`src/hw/tx_pkg.sv`:
```
////////////////////////////////////////
// Byte addresses on APB, word aligned accesses only
// Channel blocks sit below 0x100, so at most 15 channels
// Triangle mapping needs PHASE_BITS equal to SAMPLE_WIDTH
////////////////////////////////////////
package tx_pkg;

  localparam int CHANNELS = 2;
  localparam int CH_BITS = $clog2(CHANNELS);

  // Datapath widths
  localparam int SAMPLE_WIDTH = 16;
  localparam int PHASE_BITS = 16;
  localparam int AWG_DEPTH = 32;
  localparam int AWG_ADDR_BITS = 5;
  localparam int SCALE_WIDTH = 16;
  localparam int SCALE_FRAC_BITS = 14;
  localparam int OFFSET_WIDTH = 16;
  localparam int PROD_WIDTH = SAMPLE_WIDTH + SCALE_WIDTH;
  // Shifted product plus one growth bit for the offset add
  localparam int SUM_WIDTH = PROD_WIDTH - SCALE_FRAC_BITS + 1;
  localparam logic signed [SAMPLE_WIDTH-1:0] SAMPLE_MAX = {1'b0, {(SAMPLE_WIDTH-1){1'b1}}};
  localparam logic signed [SAMPLE_WIDTH-1:0] SAMPLE_MIN = {1'b1, {(SAMPLE_WIDTH-1){1'b0}}};

  // APB bus
  localparam int APB_ADDR_WIDTH = 12;
  localparam int APB_DATA_WIDTH = 32;

  ////////////////////////////////////////
  // Register map
  ////////////////////////////////////////
  localparam logic [APB_ADDR_WIDTH-1:0] REG_CTRL = 12'h000;
  localparam logic [APB_ADDR_WIDTH-1:0] REG_TRIG_MASK = 12'h004;
  localparam logic [APB_ADDR_WIDTH-1:0] REG_CH_BASE = 12'h010;
  // Channel block stride 0x10
  localparam int REG_CH_SHIFT = 4;
  localparam logic [REG_CH_SHIFT-1:0] REG_TRI_INC = 4'h0;
  localparam logic [REG_CH_SHIFT-1:0] REG_SCALE = 4'h4;
  localparam logic [REG_CH_SHIFT-1:0] REG_OFFSET = 4'h8;
  localparam logic [REG_CH_SHIFT-1:0] REG_SRC_LEN = 4'hc;
  localparam int LEN_LSB = 8;
  // Write-only sample window, stride 0x80 per channel
  localparam logic [APB_ADDR_WIDTH-1:0] AWG_WIN_BASE = 12'h100;
  localparam int AWG_WIN_SHIFT = 7;

  // Source select, 3 reads as off
  localparam int SRC_SEL_BITS = 2;
  typedef enum logic [SRC_SEL_BITS-1:0] {
    SRC_OFF = 2'd0,
    SRC_AWG = 2'd1,
    SRC_TRI = 2'd2
  } src_sel_e;

  typedef enum logic {
    APB_IDLE,
    APB_ACCESS
  } apb_state_e;

endpackage
```
`src/hw/transmit_top.sv`:
```
////////////////////////////////////////
// Single clock, one sample per channel per cycle
// Channel 0 in the low bits of dac_data_o
////////////////////////////////////////
`timescale 1ns/1ps
module transmit_top (
  input  logic dac_clk,
  input  logic rst_n_i,
  input  logic psel_i,
  input  logic penable_i,
  input  logic pwrite_i,
  input  logic [tx_pkg::APB_ADDR_WIDTH-1:0] paddr_i,
  input  logic [tx_pkg::APB_DATA_WIDTH-1:0] pwdata_i,
  output logic [tx_pkg::APB_DATA_WIDTH-1:0] prdata_o,
  output logic pready_o,
  output logic pslverr_o,
  output logic [tx_pkg::CHANNELS*tx_pkg::SAMPLE_WIDTH-1:0] dac_data_o,
  output logic dac_valid_o,
  output logic dac_trigger_o
);

  ////////////////////////////////////////
  // Configuration
  ////////////////////////////////////////
  logic run;
  logic [2*tx_pkg::CHANNELS-1:0] trig_mask;
  logic [tx_pkg::CHANNELS*tx_pkg::PHASE_BITS-1:0] tri_inc;
  logic [tx_pkg::CHANNELS*tx_pkg::SCALE_WIDTH-1:0] scale;
  logic [tx_pkg::CHANNELS*tx_pkg::OFFSET_WIDTH-1:0] offset;
  logic [tx_pkg::CHANNELS*tx_pkg::SRC_SEL_BITS-1:0] src_sel;
  logic [tx_pkg::CHANNELS*tx_pkg::AWG_ADDR_BITS-1:0] awg_len;
  logic awg_we;
  logic [tx_pkg::CH_BITS-1:0] awg_ch;
  logic [tx_pkg::AWG_ADDR_BITS-1:0] awg_addr;
  logic [tx_pkg::SAMPLE_WIDTH-1:0] awg_wdata;

  tx_apb_regs regs_i (
    .dac_clk, .rst_n_i, .psel_i, .penable_i, .pwrite_i, .paddr_i, .pwdata_i,
    .prdata_o, .pready_o, .pslverr_o,
    .run_o(run), .trig_mask_o(trig_mask), .tri_inc_o(tri_inc), .scale_o(scale),
    .offset_o(offset), .src_sel_o(src_sel), .awg_len_o(awg_len),
    .awg_we_o(awg_we), .awg_ch_o(awg_ch), .awg_addr_o(awg_addr), .awg_wdata_o(awg_wdata)
  );

  ////////////////////////////////////////
  // Sources
  ////////////////////////////////////////
  logic [tx_pkg::CHANNELS*tx_pkg::SAMPLE_WIDTH-1:0] awg_sample;
  logic awg_valid;
  logic [tx_pkg::CHANNELS-1:0] awg_wrap;
  logic [tx_pkg::CHANNELS*tx_pkg::SAMPLE_WIDTH-1:0] tri_sample;
  logic tri_valid;
  logic [tx_pkg::CHANNELS-1:0] tri_wrap;

  tx_awg awg_i (
    .dac_clk, .rst_n_i, .run_i(run), .awg_len_i(awg_len),
    .awg_we_i(awg_we), .awg_ch_i(awg_ch), .awg_addr_i(awg_addr), .awg_wdata_i(awg_wdata),
    .awg_sample_o(awg_sample), .awg_valid_o(awg_valid), .awg_wrap_o(awg_wrap)
  );

  tx_triangle tri_i (
    .dac_clk, .rst_n_i, .run_i(run), .tri_inc_i(tri_inc),
    .tri_sample_o(tri_sample), .tri_valid_o(tri_valid), .tri_wrap_o(tri_wrap)
  );

  // Select, scale, offset and trigger merge
  tx_output_stage out_i (
    .dac_clk, .rst_n_i,
    .awg_sample_i(awg_sample), .awg_valid_i(awg_valid), .awg_wrap_i(awg_wrap),
    .tri_sample_i(tri_sample), .tri_valid_i(tri_valid), .tri_wrap_i(tri_wrap),
    .src_sel_i(src_sel), .scale_i(scale), .offset_i(offset), .trig_mask_i(trig_mask),
    .dac_data_o, .dac_valid_o, .dac_trigger_o
  );

endmodule

```
`src/hw/tx_output_stage.sv`:
```
////////////////////////////////////////
// Two stages, data and valid lag the sources by 2 cycles
// Scale is Q1.14 signed, 16384 is unity
////////////////////////////////////////
`timescale 1ns/1ps
module tx_output_stage (
  input  logic dac_clk,
  input  logic rst_n_i,
  input  logic [tx_pkg::CHANNELS*tx_pkg::SAMPLE_WIDTH-1:0] awg_sample_i,
  input  logic awg_valid_i,
  input  logic [tx_pkg::CHANNELS-1:0] awg_wrap_i,
  input  logic [tx_pkg::CHANNELS*tx_pkg::SAMPLE_WIDTH-1:0] tri_sample_i,
  input  logic tri_valid_i,
  input  logic [tx_pkg::CHANNELS-1:0] tri_wrap_i,
  input  logic [tx_pkg::CHANNELS*tx_pkg::SRC_SEL_BITS-1:0] src_sel_i,
  input  logic [tx_pkg::CHANNELS*tx_pkg::SCALE_WIDTH-1:0] scale_i,
  input  logic [tx_pkg::CHANNELS*tx_pkg::OFFSET_WIDTH-1:0] offset_i,
  input  logic [2*tx_pkg::CHANNELS-1:0] trig_mask_i,
  output logic [tx_pkg::CHANNELS*tx_pkg::SAMPLE_WIDTH-1:0] dac_data_o,
  output logic dac_valid_o,
  output logic dac_trigger_o
);

  logic [2*tx_pkg::CHANNELS-1:0] wraps;
  logic valid_q;
  logic trig_q;

  // Triangle wraps in the upper half, as in the mask register
  assign wraps = {tri_wrap_i, awg_wrap_i};

  ////////////////////////////////////////
  // Valid and trigger pipeline
  ////////////////////////////////////////
  always_ff @(posedge dac_clk) begin
    if (!rst_n_i) begin
      valid_q <= 1'b0;
      trig_q <= 1'b0;
      dac_valid_o <= 1'b0;
      dac_trigger_o <= 1'b0;
    end else begin
      valid_q <= awg_valid_i && tri_valid_i;
      trig_q <= |(wraps & trig_mask_i);
      dac_valid_o <= valid_q;
      dac_trigger_o <= trig_q;
    end
  end

  for (genvar c = 0; c < tx_pkg::CHANNELS; c++) begin : g_ch
    logic signed [tx_pkg::SAMPLE_WIDTH-1:0] sel;
    logic signed [tx_pkg::PROD_WIDTH-1:0] prod;
    logic signed [tx_pkg::SUM_WIDTH-2:0] shifted;
    logic signed [tx_pkg::SUM_WIDTH-1:0] sum;
    logic signed [tx_pkg::SAMPLE_WIDTH-1:0] data;

    always_comb begin
      case (tx_pkg::src_sel_e'(src_sel_i[c*tx_pkg::SRC_SEL_BITS +: tx_pkg::SRC_SEL_BITS]))
        tx_pkg::SRC_AWG: sel = awg_sample_i[c*tx_pkg::SAMPLE_WIDTH +: tx_pkg::SAMPLE_WIDTH];
        tx_pkg::SRC_TRI: sel = tri_sample_i[c*tx_pkg::SAMPLE_WIDTH +: tx_pkg::SAMPLE_WIDTH];
        default: sel = '0;
      endcase
    end

    // Stage 1, select and multiply
    always_ff @(posedge dac_clk) begin
      prod <= sel * $signed(scale_i[c*tx_pkg::SCALE_WIDTH +: tx_pkg::SCALE_WIDTH]);
    end

    // Arithmetic shift by dropping the fraction bits
    assign shifted = prod[tx_pkg::PROD_WIDTH-1:tx_pkg::SCALE_FRAC_BITS];
    assign sum = shifted + $signed(offset_i[c*tx_pkg::OFFSET_WIDTH +: tx_pkg::OFFSET_WIDTH]);

    // Stage 2, offset and saturate
    always_ff @(posedge dac_clk) begin
      if (sum > tx_pkg::SAMPLE_MAX) begin
        data <= tx_pkg::SAMPLE_MAX;
      end else if (sum < tx_pkg::SAMPLE_MIN) begin
        data <= tx_pkg::SAMPLE_MIN;
      end else begin
        data <= sum[tx_pkg::SAMPLE_WIDTH-1:0];
      end
    end

    assign dac_data_o[c*tx_pkg::SAMPLE_WIDTH +: tx_pkg::SAMPLE_WIDTH] = data;
  end

  // Trigger only rides on a valid sample
  a_trigger_aligned: assert property (@(posedge dac_clk) disable iff (!rst_n_i)
    dac_trigger_o |-> dac_valid_o);

endmodule

```
`src/hw/tx_triangle.sv`:
```
////////////////////////////////////////
// Full scale triangle, one period per phase wrap
////////////////////////////////////////
`timescale 1ns/1ps
module tx_triangle (
  input  logic dac_clk,
  input  logic rst_n_i,
  input  logic run_i,
  input  logic [tx_pkg::CHANNELS*tx_pkg::PHASE_BITS-1:0] tri_inc_i,
  output logic [tx_pkg::CHANNELS*tx_pkg::SAMPLE_WIDTH-1:0] tri_sample_o,
  output logic tri_valid_o,
  output logic [tx_pkg::CHANNELS-1:0] tri_wrap_o
);

  always_ff @(posedge dac_clk) begin
    if (!rst_n_i) begin
      tri_valid_o <= 1'b0;
    end else begin
      tri_valid_o <= run_i;
    end
  end

  for (genvar c = 0; c < tx_pkg::CHANNELS; c++) begin : g_ch
    logic [tx_pkg::PHASE_BITS-1:0] phase;
    logic [tx_pkg::PHASE_BITS:0] sum;
    logic [tx_pkg::SAMPLE_WIDTH-1:0] twice;
    logic [tx_pkg::SAMPLE_WIDTH-1:0] sample;
    logic wrap;

    // Carry out of the add marks the wrap
    assign sum = {1'b0, phase} + {1'b0, tri_inc_i[c*tx_pkg::PHASE_BITS +: tx_pkg::PHASE_BITS]};
    assign twice = {phase[tx_pkg::PHASE_BITS-2:0], 1'b0};

    always_ff @(posedge dac_clk) begin
      if (!rst_n_i || !run_i) begin
        phase <= '0;
        wrap <= 1'b0;
      end else begin
        phase <= sum[tx_pkg::PHASE_BITS-1:0];
        wrap <= sum[tx_pkg::PHASE_BITS];
      end
    end

    // Rising half then falling half, modulo 2^16
    always_ff @(posedge dac_clk) begin
      if (run_i) begin
        sample <= phase[tx_pkg::PHASE_BITS-1] ? tx_pkg::SAMPLE_MAX - twice
                                              : twice - tx_pkg::SAMPLE_MIN;
      end
    end

    assign tri_sample_o[c*tx_pkg::SAMPLE_WIDTH +: tx_pkg::SAMPLE_WIDTH] = sample;
    assign tri_wrap_o[c] = wrap;
  end

endmodule

```
`src/hw/tx_awg.sv`:
```
////////////////////////////////////////
// Length is last index, change it only while stopped
////////////////////////////////////////
`timescale 1ns/1ps
module tx_awg (
  input  logic dac_clk,
  input  logic rst_n_i,
  input  logic run_i,
  input  logic [tx_pkg::CHANNELS*tx_pkg::AWG_ADDR_BITS-1:0] awg_len_i,
  input  logic awg_we_i,
  input  logic [tx_pkg::CH_BITS-1:0] awg_ch_i,
  input  logic [tx_pkg::AWG_ADDR_BITS-1:0] awg_addr_i,
  input  logic [tx_pkg::SAMPLE_WIDTH-1:0] awg_wdata_i,
  output logic [tx_pkg::CHANNELS*tx_pkg::SAMPLE_WIDTH-1:0] awg_sample_o,
  output logic awg_valid_o,
  output logic [tx_pkg::CHANNELS-1:0] awg_wrap_o
);

  always_ff @(posedge dac_clk) begin
    if (!rst_n_i) begin
      awg_valid_o <= 1'b0;
    end else begin
      awg_valid_o <= run_i;
    end
  end

  for (genvar c = 0; c < tx_pkg::CHANNELS; c++) begin : g_ch
    logic [tx_pkg::SAMPLE_WIDTH-1:0] mem [tx_pkg::AWG_DEPTH];
    logic [tx_pkg::SAMPLE_WIDTH-1:0] sample;
    logic [tx_pkg::AWG_ADDR_BITS-1:0] idx;
    logic [tx_pkg::AWG_ADDR_BITS-1:0] len;
    logic wrap;

    assign len = awg_len_i[c*tx_pkg::AWG_ADDR_BITS +: tx_pkg::AWG_ADDR_BITS];

    always_ff @(posedge dac_clk) begin
      if (awg_we_i && awg_ch_i == c) begin
        mem[awg_addr_i] <= awg_wdata_i;
      end
    end

    // Playback counter, parked at 0 while stopped
    always_ff @(posedge dac_clk) begin
      if (!rst_n_i || !run_i) begin
        idx <= '0;
        wrap <= 1'b0;
      end else begin
        idx <= (idx == len) ? '0 : idx + 1'b1;
        wrap <= (idx == '0);
      end
    end

    always_ff @(posedge dac_clk) begin
      if (run_i) begin
        sample <= mem[idx];
      end
    end

    assign awg_sample_o[c*tx_pkg::SAMPLE_WIDTH +: tx_pkg::SAMPLE_WIDTH] = sample;
    assign awg_wrap_o[c] = wrap;

    a_idx_in_range: assert property (@(posedge dac_clk) disable iff (!rst_n_i)
      idx <= len);
  end

endmodule

```
`src/hw/tx_apb_regs.sv`:
```
////////////////////////////////////////
// No wait states, pready tied high
// Sample window writes reach the memory one cycle late
////////////////////////////////////////
`timescale 1ns/1ps
module tx_apb_regs (
  input  logic dac_clk,
  input  logic rst_n_i,
  input  logic psel_i,
  input  logic penable_i,
  input  logic pwrite_i,
  input  logic [tx_pkg::APB_ADDR_WIDTH-1:0] paddr_i,
  input  logic [tx_pkg::APB_DATA_WIDTH-1:0] pwdata_i,
  output logic [tx_pkg::APB_DATA_WIDTH-1:0] prdata_o,
  output logic pready_o,
  output logic pslverr_o,
  output logic run_o,
  output logic [2*tx_pkg::CHANNELS-1:0] trig_mask_o,
  output logic [tx_pkg::CHANNELS*tx_pkg::PHASE_BITS-1:0] tri_inc_o,
  output logic [tx_pkg::CHANNELS*tx_pkg::SCALE_WIDTH-1:0] scale_o,
  output logic [tx_pkg::CHANNELS*tx_pkg::OFFSET_WIDTH-1:0] offset_o,
  output logic [tx_pkg::CHANNELS*tx_pkg::SRC_SEL_BITS-1:0] src_sel_o,
  output logic [tx_pkg::CHANNELS*tx_pkg::AWG_ADDR_BITS-1:0] awg_len_o,
  output logic awg_we_o,
  output logic [tx_pkg::CH_BITS-1:0] awg_ch_o,
  output logic [tx_pkg::AWG_ADDR_BITS-1:0] awg_addr_o,
  output logic [tx_pkg::SAMPLE_WIDTH-1:0] awg_wdata_o
);

  tx_pkg::apb_state_e state;
  logic access;
  logic [tx_pkg::APB_ADDR_WIDTH-1:0] ch_off;
  logic [tx_pkg::APB_ADDR_WIDTH-1:0] awg_off;
  logic [tx_pkg::REG_CH_SHIFT-1:0] field;
  logic [tx_pkg::CH_BITS-1:0] reg_ch;
  logic ch_hit;
  logic awg_hit;
  logic map_hit;

  // Setup cycle arms the access cycle
  always_ff @(posedge dac_clk) begin
    if (!rst_n_i) begin
      state <= tx_pkg::APB_IDLE;
    end else if (psel_i && !penable_i) begin
      state <= tx_pkg::APB_ACCESS;
    end else begin
      state <= tx_pkg::APB_IDLE;
    end
  end

  assign access = psel_i && penable_i && (state == tx_pkg::APB_ACCESS);

  ////////////////////////////////////////
  // Address decode
  ////////////////////////////////////////
  assign ch_off = paddr_i - tx_pkg::REG_CH_BASE;
  assign awg_off = paddr_i - tx_pkg::AWG_WIN_BASE;
  assign field = ch_off[tx_pkg::REG_CH_SHIFT-1:0];
  assign reg_ch = ch_off[tx_pkg::REG_CH_SHIFT +: tx_pkg::CH_BITS];
  assign ch_hit = (paddr_i >= tx_pkg::REG_CH_BASE) && (paddr_i[1:0] == 2'b00) &&
                  ((ch_off >> tx_pkg::REG_CH_SHIFT) < tx_pkg::CHANNELS);
  assign awg_hit = (paddr_i >= tx_pkg::AWG_WIN_BASE) && (paddr_i[1:0] == 2'b00) &&
                   ((awg_off >> tx_pkg::AWG_WIN_SHIFT) < tx_pkg::CHANNELS);
  assign map_hit = (paddr_i == tx_pkg::REG_CTRL) || (paddr_i == tx_pkg::REG_TRIG_MASK) ||
                   ch_hit || awg_hit;

  // Read mux
  always_comb begin
    prdata_o = '0;
    if (paddr_i == tx_pkg::REG_CTRL) begin
      prdata_o[0] = run_o;
    end else if (paddr_i == tx_pkg::REG_TRIG_MASK) begin
      prdata_o[2*tx_pkg::CHANNELS-1:0] = trig_mask_o;
    end else if (ch_hit) begin
      case (field)
        tx_pkg::REG_TRI_INC:
          prdata_o[tx_pkg::PHASE_BITS-1:0] = tri_inc_o[reg_ch*tx_pkg::PHASE_BITS +: tx_pkg::PHASE_BITS];
        tx_pkg::REG_SCALE:
          prdata_o[tx_pkg::SCALE_WIDTH-1:0] = scale_o[reg_ch*tx_pkg::SCALE_WIDTH +: tx_pkg::SCALE_WIDTH];
        tx_pkg::REG_OFFSET:
          prdata_o[tx_pkg::OFFSET_WIDTH-1:0] =
            offset_o[reg_ch*tx_pkg::OFFSET_WIDTH +: tx_pkg::OFFSET_WIDTH];
        default: begin
          prdata_o[tx_pkg::SRC_SEL_BITS-1:0] =
            src_sel_o[reg_ch*tx_pkg::SRC_SEL_BITS +: tx_pkg::SRC_SEL_BITS];
          prdata_o[tx_pkg::LEN_LSB +: tx_pkg::AWG_ADDR_BITS] =
            awg_len_o[reg_ch*tx_pkg::AWG_ADDR_BITS +: tx_pkg::AWG_ADDR_BITS];
        end
      endcase
    end
  end

  assign pready_o = 1'b1;
  // Sample window is write only
  assign pslverr_o = access && (!map_hit || (awg_hit && !pwrite_i));

  ////////////////////////////////////////
  // Register writes
  ////////////////////////////////////////
  always_ff @(posedge dac_clk) begin
    if (!rst_n_i) begin
      run_o <= 1'b0;
      trig_mask_o <= '0;
      tri_inc_o <= '0;
      scale_o <= '0;
      offset_o <= '0;
      src_sel_o <= '0;
      awg_len_o <= '0;
      awg_we_o <= 1'b0;
    end else begin
      awg_we_o <= access && pwrite_i && awg_hit;
      if (access && pwrite_i && paddr_i == tx_pkg::REG_CTRL) begin
        run_o <= pwdata_i[0];
      end
      if (access && pwrite_i && paddr_i == tx_pkg::REG_TRIG_MASK) begin
        trig_mask_o <= pwdata_i[2*tx_pkg::CHANNELS-1:0];
      end
      if (access && pwrite_i && ch_hit) begin
        case (field)
          tx_pkg::REG_TRI_INC:
            tri_inc_o[reg_ch*tx_pkg::PHASE_BITS +: tx_pkg::PHASE_BITS] <=
              pwdata_i[tx_pkg::PHASE_BITS-1:0];
          tx_pkg::REG_SCALE:
            scale_o[reg_ch*tx_pkg::SCALE_WIDTH +: tx_pkg::SCALE_WIDTH] <=
              pwdata_i[tx_pkg::SCALE_WIDTH-1:0];
          tx_pkg::REG_OFFSET:
            offset_o[reg_ch*tx_pkg::OFFSET_WIDTH +: tx_pkg::OFFSET_WIDTH] <=
              pwdata_i[tx_pkg::OFFSET_WIDTH-1:0];
          default: begin
            src_sel_o[reg_ch*tx_pkg::SRC_SEL_BITS +: tx_pkg::SRC_SEL_BITS] <=
              pwdata_i[tx_pkg::SRC_SEL_BITS-1:0];
            awg_len_o[reg_ch*tx_pkg::AWG_ADDR_BITS +: tx_pkg::AWG_ADDR_BITS] <=
              pwdata_i[tx_pkg::LEN_LSB +: tx_pkg::AWG_ADDR_BITS];
          end
        endcase
      end
    end
  end

  // Sample write payload, held for the strobe cycle
  always_ff @(posedge dac_clk) begin
    if (access && pwrite_i && awg_hit) begin
      awg_ch_o <= awg_off[tx_pkg::AWG_WIN_SHIFT +: tx_pkg::CH_BITS];
      awg_addr_o <= awg_off[2 +: tx_pkg::AWG_ADDR_BITS];
      awg_wdata_o <= pwdata_i[tx_pkg::SAMPLE_WIDTH-1:0];
    end
  end

  // Enable only ever follows a setup cycle of the same transfer
  a_penable_in_transfer: assert property (@(posedge dac_clk) disable iff (!rst_n_i)
    penable_i |-> psel_i && $past(psel_i));

endmodule

```
`config.mk`:
```
export PLATFORM = sky130hd
export DESIGN_NAME = transmit_top
export DESIGN_NICKNAME = d
export VERILOG_FILES = /design/src/hw/tx_pkg.sv /design/src/hw/transmit_top.sv /design/src/hw/tx_output_stage.sv /design/src/hw/tx_triangle.sv /design/src/hw/tx_awg.sv /design/src/hw/tx_apb_regs.sv
export SDC_FILE = /design/constraint.sdc
export NUM_CORES = 2
export LEC_CHECK = 0
export ABC_CLOCK_PERIOD_IN_PS = 9600
export BUFFER_PORTS_ARGS = -buffer_cell sky130_fd_sc_hd__buf_2
export CAP_MARGIN = 0
export CORE_MARGIN = 2
export CORE_UTILIZATION = 50
export DETAILED_ROUTE_END_ITERATION = 10
export GPL_TIMING_DRIVEN = 1
export HOLD_SLACK_MARGIN = 0.1
export PLACE_DENSITY = 0.78
export SLEW_MARGIN = 25
export SYNTH_ARGS = -nofsm -noshare
export SYNTH_HDL_FRONTEND = slang
export SYNTH_HIERARCHICAL = 1
export SYNTH_SLANG_ARGS = --single-unit
export TNS_END_PERCENT = 10
```
`constraint.sdc`:
```
create_clock -name dac_clk -period 9.6 [get_ports dac_clk]
set_clock_uncertainty 0.2 [all_clocks]
set_input_delay 0 -clock dac_clk [delete_from_list [all_inputs] [get_ports dac_clk]]
set_output_delay 0 -clock dac_clk [all_outputs]
set_load 0.005 [all_outputs]
```
==> results.cfg <==
[clocking]
cts_tree = done
clock-sinks = 1347
cts_max_level = 4
clockBufferDepth = 3
numCtsBuffers = 134
cts-root-buf = clkbuf_16
clk_pin_slew_worst_paths_ns = 0.06
clock_latency_ns = 0.80

[synthesis]
synth.most_common_cell = edfxtp_1
synth_top_area_share_pct = 45.5
synthFlopType = edfxtp_1
syn_avg_cell_area_um2 = 14.2
synth_seq_area_share_pct = 52.0
synthCells = 5160
netlist_top_cells_area = edfxtp_1 (46%), fa_1 (14%), mux4_2 (8.9%)
async_flop_share_pct = 0
yosysTopAreaCell = edfxtp_1
netlist_area_um2 = 73200
synth.distinct_cells = 98
synth_common_cells = edfxtp_1 (1110), inv_1 (597), fa_1 (527), nand2_1 (436), mux4_2 (288)
yosysWarnings = 6
ys_ff_latch = 1347
synth_edf_count = 1110

[worst_setup_path]
critPathLaunchType = flip-flop
worstPathRequired_ns = 10.05
reg2regPathDepth = 23
critPathCaptureType = flip-flop
worstSetupPathType = reg2reg
arrival_ns = 8.28
critical_path.max_fanout = 20

[timing]
setup-violations-final = 0
slew_headroom_pct = 28.9
finalWorstSetupSlack_ns = 1.77
drv_slew = 0
rsz0062_at_grt = false
finalCriticalPeriod_ns = 7.83
max_slew.worst_pin.slew_ns = 1.06
layout_worst_path_cycle_share_pct = 81.5
hold_viol_final = 0
tns_ns = 0
clock.fmax_mhz = 128

[place]
hpwl_um = 113000
gp_congestion = 0.907
port_buffers = 83
pre_cts_ws_ns = 1.84

[pwr]
seqPwrFrac_pct = 53.6
ir_drop_mv = 0.163
pwr-share-comb_pct = 0.9
p_leak_nw = 32.2
p_int_w = 0.00921
p_per_area_nw_per_um2 = 144
power_frac_clock_pct = 45.5
p_sw_share_pct = 20.9
power_switching_w = 0.00243

[grt]
track_usage_pct = 24.3
grt_max_degree = 92
grt_pass1_wl_um = 275000
first_global_vias = 45000
grt_overflow = 0
antenna_found_initial = 14

[detailed_routing]
routed_wl_um = 180000
drc_errors = 0
viasPerCell = 5.88
drt_iter0_drc = 5092
vias = 43300
avgRoutedWirePerCell_um = 24.5
dr.pass1.iters = 5
ant_nets = 0

[final_layout]
multi_input_area_um2 = 31700
nets = 6148
syn2layout_area_growth_pct = 10.6
final_util_pct = 55.6
seq_area_um2 = 38100
layout-drive-gt1-share_pct = 13.9
n_fill_cell = 11100

[floorplan]
fp.dieH_um = 387
rows = 140
coreArea_um2 = 146000
die_area_um2 = 150000
initial_core_util_pct = 50.3
die_x_um = 387
io_pins = 117

[job]
max_cap_violations = 0

[worst_hold_path]
hold_path.class = in2reg
hold_depth = 4

[outcome]
status = finished clean
[layer usage]
metal	routed length (µm)	global-route usage, %
met5	72	0
met4	6300	8.54
met3	19000	5.60
met2	85800	39.1
met1	69200	32.8
[layout by cell type, fill, tap and decap left out, types with 11 or more instances in the layout]
master         count
nor3_1            35
a21o_1            48
nor2_1           218
inv_1            597
o21a_1            11
clkbuf_1          35
and3_1            19
and2_1           250
a22oi_1           54
conb_1            17
ha_1             234
edfxtp_1        1110
mux4_2           288
o21ai_0           75
o22ai_1           34
mux2_2            18
xnor2_1           71
a211oi_1          26
mux2i_1          159
xor2_1            75
o21bai_1          12
clkinv_1          28
nand3_1           37
clkbuf_16        136
nand4_1           13
buf_2             82
a21oi_1          104
o211a_1           17
nand2b_1          15
fa_1             527
dlygate4sd3_1     60
dfxtp_1          228
clkinv_2          12
nand2_1          436
buf_4            127
[repair_timing]
item / CTS / global route
hold endpoints to repair: 202 / 0
hold buffers: 60 / 0
setup buffers: 0 / 0
resized for setup: 0 / 0
[cell families after synthesis]
family                   share of synthesized area [%]
AND/OR/NAND/NOR                                   7.25
adder cells (fa/ha/maj)                           18.4
multiplexers                                      11.3
flip-flops                                        52.0
XOR/XNOR                                          1.75
other                                           0.0103
AO/OA/AOI/OAI                                     4.52
buffers and inverters                             4.79
[power groups by stage]
stage | clock (W) | combinational [W] | sequential [W]
6_report | 0.00529 | 0.000110 | 0.00623
5_1_grt | 0.00552 | 0.000112 | 0.00623
4_1_cts | 0.00530 | 0.000102 | 0.00623
3_5_place_dp | 0 | 0.0000808 | 0.00636
3_3_place_gp | 0 | 0.0000803 | 0.00636
2_1_floorplan | 0 | 0.0000452 | 0.00636
[path summary, 6_finish.rpt]
| kind | startpoint | to | slack (ns) |
|---|---|---|---|
| setup / recovery | regs_i/src_sel_o[0] | out_i/g_ch[0].prod[30] | 1.77 |
| hold / removal | pwdata_i[7] | regs_i/tri_inc_o[23] | 0.18 |
| setup reg to reg | regs_i/src_sel_o[0] | out_i/g_ch[0].prod[30] | 1.77 |
| hold reg to reg | out_i/valid_q | out_i/dac_valid_o | 0.24 |
[stage by stage]
step	cell area (µm²)	total power, W	hold slack [ns]	cells
after floorplan	73300	0.00640	-0.101	5175
after global placement	75900	0.00644	0.0787	7052
after detailed placement	75900	0.00644	0.0900	7052
after CTS	80900	0.0116	0.116	7360
after global routing	81000	0.0119	0.160	7367
final	81000	0.0116	0.182	7368
[worst max-delay path, stage by stage (launching register included)]
cell and delay (ns):
dfxtp_1 0.41, inv_1 0.07, ha_1 0.75, nor2_1 0.11
buf_4 0.21, nand2_1 0.14, inv_1 0.10, fa_1 0.67
fa_1 0.91, fa_1 0.54, fa_1 0.51, fa_1 0.49
inv_1 0.05, fa_1 0.48, inv_1 0.04, ha_1 0.34
a21o_1 0.14, a21o_1 0.10, a21oi_1 0.08, o21ai_0 0.37
a21oi_1 0.15, a311oi_1 0.54, a21oi_1 0.17, xnor2_1 0.15
[layout make-up]
cell class,count,area share [%]
clock inverter,67,0.919
multi-input combinational,2978,39.2
antenna,1,0.00309
sequential,1347,47.0
inverter,600,2.78
timing repair buffer,277,2.57
clock buffer,181,4.53
tap,1917,2.96
[state kept, by name (all words and copies together) (netlist names), 4 cells and up]
name / flops
regs_i/tri_inc_o: 32
regs_i/awg_wdata_o: 16
out_i/g_ch.prod: 36
regs_i/awg_len_o: 10
tri_i/g_ch.phase: 32
regs_i/trig_mask_o: 4
out_i/g_ch.data: 32
awg_i/g_ch.idx: 10
regs_i/scale_o: 32
regs_i/awg_addr_o: 5
regs_i/src_sel_o: 4
regs_i/offset_o: 32
awg_i/g_ch.mem: 1024
tri_i/g_ch.sample: 32
awg_i/g_ch.sample: 32
Power figures use the tool's default switching activity.
